==> src/icache_pkg.sv <==
`default_nettype none

package icache_pkg;

    localparam int NUM_SETS       = 128;
    localparam int WORDS_PER_LINE = 8;

    // address field widths
    localparam int TAG_W    = 20;
    localparam int INDEX_W  = 7;
    localparam int WSEL_W   = 3;
    localparam int OFFSET_W = WSEL_W + 2;

    typedef logic [31:0]                  addr_t;
    typedef logic [31:0]                  word_t;
    typedef logic [WORDS_PER_LINE*32-1:0] line_t;
    typedef logic [TAG_W-1:0]             tag_t;
    typedef logic [INDEX_W-1:0]           index_t;
    typedef logic [WSEL_W-1:0]            word_sel_t;
    // valid bit sits above the tag
    typedef logic [TAG_W:0]               tagv_t;
    typedef logic [1:0]                   cacop_mode_t;

    function automatic tag_t tag_of(addr_t addr);
        return addr[OFFSET_W+INDEX_W +: TAG_W];
    endfunction

    function automatic index_t index_of(addr_t addr);
        return addr[OFFSET_W +: INDEX_W];
    endfunction

    function automatic word_sel_t word_of(addr_t addr);
        return addr[2 +: WSEL_W];
    endfunction

endpackage

`default_nettype wire

==> src/pc_icache_if.sv <==
`timescale 1ns/10ps
`default_nettype none

interface pc_icache_if;
    import icache_pkg::*;

    addr_t pc;
    logic  inst_en;
    logic  stall;
    word_t inst;
    addr_t pc_out;
    logic  inst_valid;

    modport front (
        output pc,
        output inst_en,
        input  stall,
        input  inst,
        input  pc_out,
        input  inst_valid
    );

    modport cache (
        input  pc,
        input  inst_en,
        output stall,
        output inst,
        output pc_out,
        output inst_valid
    );

endinterface

`default_nettype wire

==> src/fetch_pc.sv <==
`timescale 1ns/10ps
`default_nettype none

module fetch_pc #(
    parameter icache_pkg::addr_t RESET_PC = 32'h1c00_0000
) (
    input  logic              clk,
    input  logic              reset,
    input  logic              pause,
    input  logic              branch_flush,
    input  icache_pkg::addr_t branch_target,
    pc_icache_if.front        fetch_if
);
    import icache_pkg::*;

    addr_t pc_q;
    logic  inst_en_q;

    always_ff @(posedge clk) begin
        if (reset) begin
            inst_en_q <= 1'b0;
        end else begin
            inst_en_q <= 1'b1;
        end
    end

    // redirect wins over stall and pause
    always_ff @(posedge clk) begin
        if (reset) begin
            pc_q <= RESET_PC;
        end else if (branch_flush) begin
            pc_q <= branch_target;
        end else if (inst_en_q && !(fetch_if.stall || pause)) begin
            pc_q <= pc_q + 32'd4;
        end
    end

    assign fetch_if.pc      = pc_q;
    assign fetch_if.inst_en = inst_en_q;

endmodule

`default_nettype wire

==> src/flat_wrapper.sv <==
// flat-port wrapper written by rule: the top's interface ports become plain ports
module fetch_pc_flat import icache_pkg::*;
#(
    parameter icache_pkg::addr_t RESET_PC = 32'h1c00_0000
)
  (clk, reset, pause, branch_flush, branch_target, fetch_if_pc, fetch_if_inst_en, fetch_if_stall, fetch_if_inst, fetch_if_pc_out, fetch_if_inst_valid);
  pc_icache_if fetch_if_i ();
  input  logic clk;
  input  logic reset;
  input  logic pause;
  input  logic branch_flush;
  input  icache_pkg::addr_t branch_target;
  output wire logic [$bits(fetch_if_i.pc)-1:0] fetch_if_pc;
  output wire logic [$bits(fetch_if_i.inst_en)-1:0] fetch_if_inst_en;
  input wire logic [$bits(fetch_if_i.stall)-1:0] fetch_if_stall;
  input wire logic [$bits(fetch_if_i.inst)-1:0] fetch_if_inst;
  input wire logic [$bits(fetch_if_i.pc_out)-1:0] fetch_if_pc_out;
  input wire logic [$bits(fetch_if_i.inst_valid)-1:0] fetch_if_inst_valid;
  assign fetch_if_pc = fetch_if_i.pc;
  assign fetch_if_inst_en = fetch_if_i.inst_en;
  assign fetch_if_i.stall = fetch_if_stall;
  assign fetch_if_i.inst = fetch_if_inst;
  assign fetch_if_i.pc_out = fetch_if_pc_out;
  assign fetch_if_i.inst_valid = fetch_if_inst_valid;
  fetch_pc #(.RESET_PC(RESET_PC)) u_core (.clk(clk), .reset(reset), .pause(pause), .branch_flush(branch_flush), .branch_target(branch_target), .fetch_if(fetch_if_i));
endmodule
==> config.mk <==
export PLATFORM = sky130hd
export DESIGN_NAME = fetch_pc_flat
export DESIGN_NICKNAME = d
export VERILOG_FILES = /design/src/icache_pkg.sv /design/src/pc_icache_if.sv /design/src/fetch_pc.sv /design/src/flat_wrapper.sv
export SDC_FILE = /design/constraint.sdc
export NUM_CORES = 1
export LEC_CHECK = 0
export ABC_AREA = 0
export BUFFER_PORTS_ARGS = -buffer_cell sky130_fd_sc_hd__buf_4
export CAP_MARGIN = 25
export CELL_PAD_IN_SITES_DETAIL_PLACEMENT = 0
export CELL_PAD_IN_SITES_GLOBAL_PLACEMENT = 1
export CORE_MARGIN = 2
export CORE_UTILIZATION = 24
export DETAILED_ROUTE_END_ITERATION = 16
export PLACE_DENSITY = 0.81
export SLEW_MARGIN = 20
export SYNTH_ARGS = -nofsm -noshare
export SYNTH_HDL_FRONTEND = slang
export SYNTH_SLANG_ARGS = --single-unit
==> constraint.sdc <==
create_clock -name clk -period 2.9 [get_ports clk]
set_input_delay 0 -clock clk [delete_from_list [all_inputs] [get_ports clk]]
set_output_delay 0 -clock clk [all_outputs]
set_load 0.01 [all_outputs]
==> results.json <==
{
  "outcome": "completed",
  "critical_path_arrival_ns": 2.32,
  "cts_root_buf": "clkbuf_8",
  "synth_edf_count": 0,
  "dp_hpwl_um": 3570,
  "die_w_um": 89.4,
  "p_per_area_mw_per_mm2": 433,
  "port_buffers": 69,
  "final_common_cell": "buf_4",
  "fp-row-count": 31,
  "route.detailed.drc": 0,
  "ys.flop_type": "dfxtp_1",
  "design_area_mm2": 0.00273,
  "fin_tns_setup_ns": 0,
  "synth.distinct_cells": 34,
  "placed_area_mm2": 0.00235,
  "grtUsageTotal_pct": 13.3,
  "utilization_pct": 38.0,
  "whs_ns": 0.00396,
  "rrSetupSlack_ns": 0.77,
  "post_cts_buffers": 0,
  "finalWorstSetupSlack_ns": 0.767,
  "hold_viol": 0,
  "core_area_mm2": 0.00718,
  "avgSynthCellArea_um2": 8.22,
  "cp-end-kind": "flip-flop",
  "areaGrowthSynthToFinish_pct": 55.8,
  "finalMaxSlewViolations": 0,
  "grt-ovfl-total": 0,
  "grt_setup_unrepaired": "false",
  "ys_seq_area_share_pct": 37.7,
  "hold_end": "u_core.fetch_if.pc[8]",
  "min-delay-path-class": "input pin to flip-flop",
  "tightest_slew_ns": 0.746,
  "wl_per_cell_um": 12.7,
  "viasPerCell": 4.50,
  "hp-start": "branch_target[8]",
  "grt_pass1_wl_um": 8230,
  "wl_um": 5170,
  "setup_viol": 0,
  "grt_pass1_vias": 1726,
  "synth_top_family_by_area": "simple AND/OR/NAND/NOR gates",
  "path_depth": 4,
  "place_ws_ns": 0.769,
  "cts_buffers": 5,
  "synth-xor-area-share_pct": 12.5,
  "vias": 1829,
  "ys_seq_elements": 33,
  "diodes": 0,
  "crit_family": "simple AND/OR/NAND/NOR gates",
  "critPathLaunchType": "flip-flop",
  "antenna_found_initial": 0,
  "crit_buf_inv": 0,
  "drtIter0Drc": 50,
  "cts_tree": "yes",
  "synth-adder-area-share_pct": 0.715,
  "crit_start": "u_core.fetch_if.inst_en",
  "layout_min_cycle_time_ns": 2.13,
  "start_util_pct": 24.4,
  "path_class": "flip-flop to flip-flop",
  "irDropWorstVdd_uv": 296,
  "gp_congestion": 0.721,
  "ios": 135,
  "crit_path_max_fanout": 11,
  "nets": 409,
  "antenna_left": 0,
  "synthMuxAreaShare_pct": 1.72,
  "total_power_mw": 1.18,
  "required_ns": 3.09,
  "synth_area_mm2": 0.00175,
  "crit_chain": "or3b_4 > or4_4 > or3_1 > a311oi_1",
  "max_cap_violations": 0,
  "ys_async_sr_fraction_pct": 0,
  "yosysWarnings": 0,
  "clock.fmax_mhz": 469,
  "placedCellCount": 372,
  "dieHeight_um": 89.4,
  "clockBufferDepth": 2,
  "synthSimpleGateAreaFrac_pct": 29.0,
  "syn_inst": 213,
  "period_share_pct": 73.6,
  "maxSlewHeadroom_pct": 50.2,
  "leakagePower_nw": 1.09,
  "grt_max_degree": 47,
  "die_area_mm2": 0.00799,
  "r2r-start": "u_core.fetch_if.inst_en",
  "final_cell_mix": "buf_4 (71), dfxtp_1 (33), nor2_1 (28)",
  "reg2regPathDepth": 4,
  "r2r_end": "u_core.fetch_if.pc[15]",
  "hold_depth": 3,
  "first_pass_iters": 4,
  "clock-sinks": 33,
  "synth-compound-area-share_pct": 13.8,
  "finClkSkew_ns": 0.00983,
  "max_stage_delay_ns": 0.60,
  "clock_latency_ns": 0.28,
  "clk_pin_slew_ns": 0.07,
  "cp_slowest_cell": "or4_4",
  "layout-drive-gt1-share_pct": 29.3,
  "htreeDepth": 2,
  "final_cell_count_no_fill": 406,
  "synth_nets": 316
}
-- cell usage after synthesis (2+ instances only) --
cell type,count,share of area (%)
and3_1,3,1.1
a211oi_1,13,5.6
a21oi_1,11,3.1
mux2i_1,3,1.7
xor2_1,13,6.5
buf_6,2,1.3
nor3_1,6,1.7
nor4_2,2,1.4
nand3_1,9,2.6
inv_1,5,1.1
nand2_1,21,4.5
a311oi_1,2,1.0
xnor2_1,12,6.0
nor3_2,2,1.1
clkbuf_1,8,1.7
o22ai_1,2,0.71
or3_1,3,1.1
nor4_1,6,2.1
nand4_1,8,2.9
o21ai_0,7,2.0
dfxtp_1,33,38
or4_4,2,1.3
nand4_2,2,1.4
nor2_1,28,6.0
-- where the power goes --
group | leakage [nW] | switching [mW] | internal [mW]
clock | 0.0585 | 0.176 | 0.280
combinational | 0.753 | 0.0845 | 0.121
sequential | 0.274 | 0.0365 | 0.483
total | 1.09 | 0.297 | 0.884
-- area by class of cell --
class	count	area (um2)
Sequential cell	33	661
Clock buffer	7	86.3
Tap cell	99	124
Clock inverter	1	30.0
Multi-Input combinational cell	163	1010
Timing Repair Buffer	97	793
Fill cell	780	4450
Inverter	6	22.5
-- how the worst max path moves through the flow --
stage | to | slack, ns
6_report | u_core.fetch_if.pc[15] | 0.77
5_1_grt | u_core.fetch_if.pc[22] | 0.55
4_1_cts | u_core.fetch_if.pc[15] | 0.76
3_5_place_dp | u_core.fetch_if.pc[15] | 0.77
3_3_place_gp | u_core.fetch_if.pc[20] | 0.79
2_1_floorplan | u_core.fetch_if.pc[15] | 0.84
-- state kept, by name (all words and copies together) (netlist names) --
name                     flops
u_core.fetch_if.inst_en      1
u_core.fetch_if.pc          32
-- worst min-delay path, stage by stage --
cell      delay (ns)
buf_4           0.11
nor2_1          0.07
a211oi_1        0.06
-- cells by family after synthesis --
kind of cell | after synthesis
xor gates and xnor gates | 25
adders and majority gates | 1
DFF | 33
AOI/OAI and AO/OA | 38
buffers and inverters | 17
muxes | 3
and+or+nand+nor | 96
-- layer usage --
metal  vias to the layer above  global-route usage (%)  part of all wire [%]
li1                        945                       -                     -
met1                       836                    16.5                    48
met2                        44                    23.1                    48
met3                         4                    2.95                   3.5
met4                         0                    3.66                  0.48
met5                         -                       0                     0
-- what timing repair did --
item,4_1_cts,5_1_grt
gates resized for setup,0,0
hold endpoints to repair,26,0
hold buffers,26,0
No activity file was read; power rests on OpenSTA's default activity.
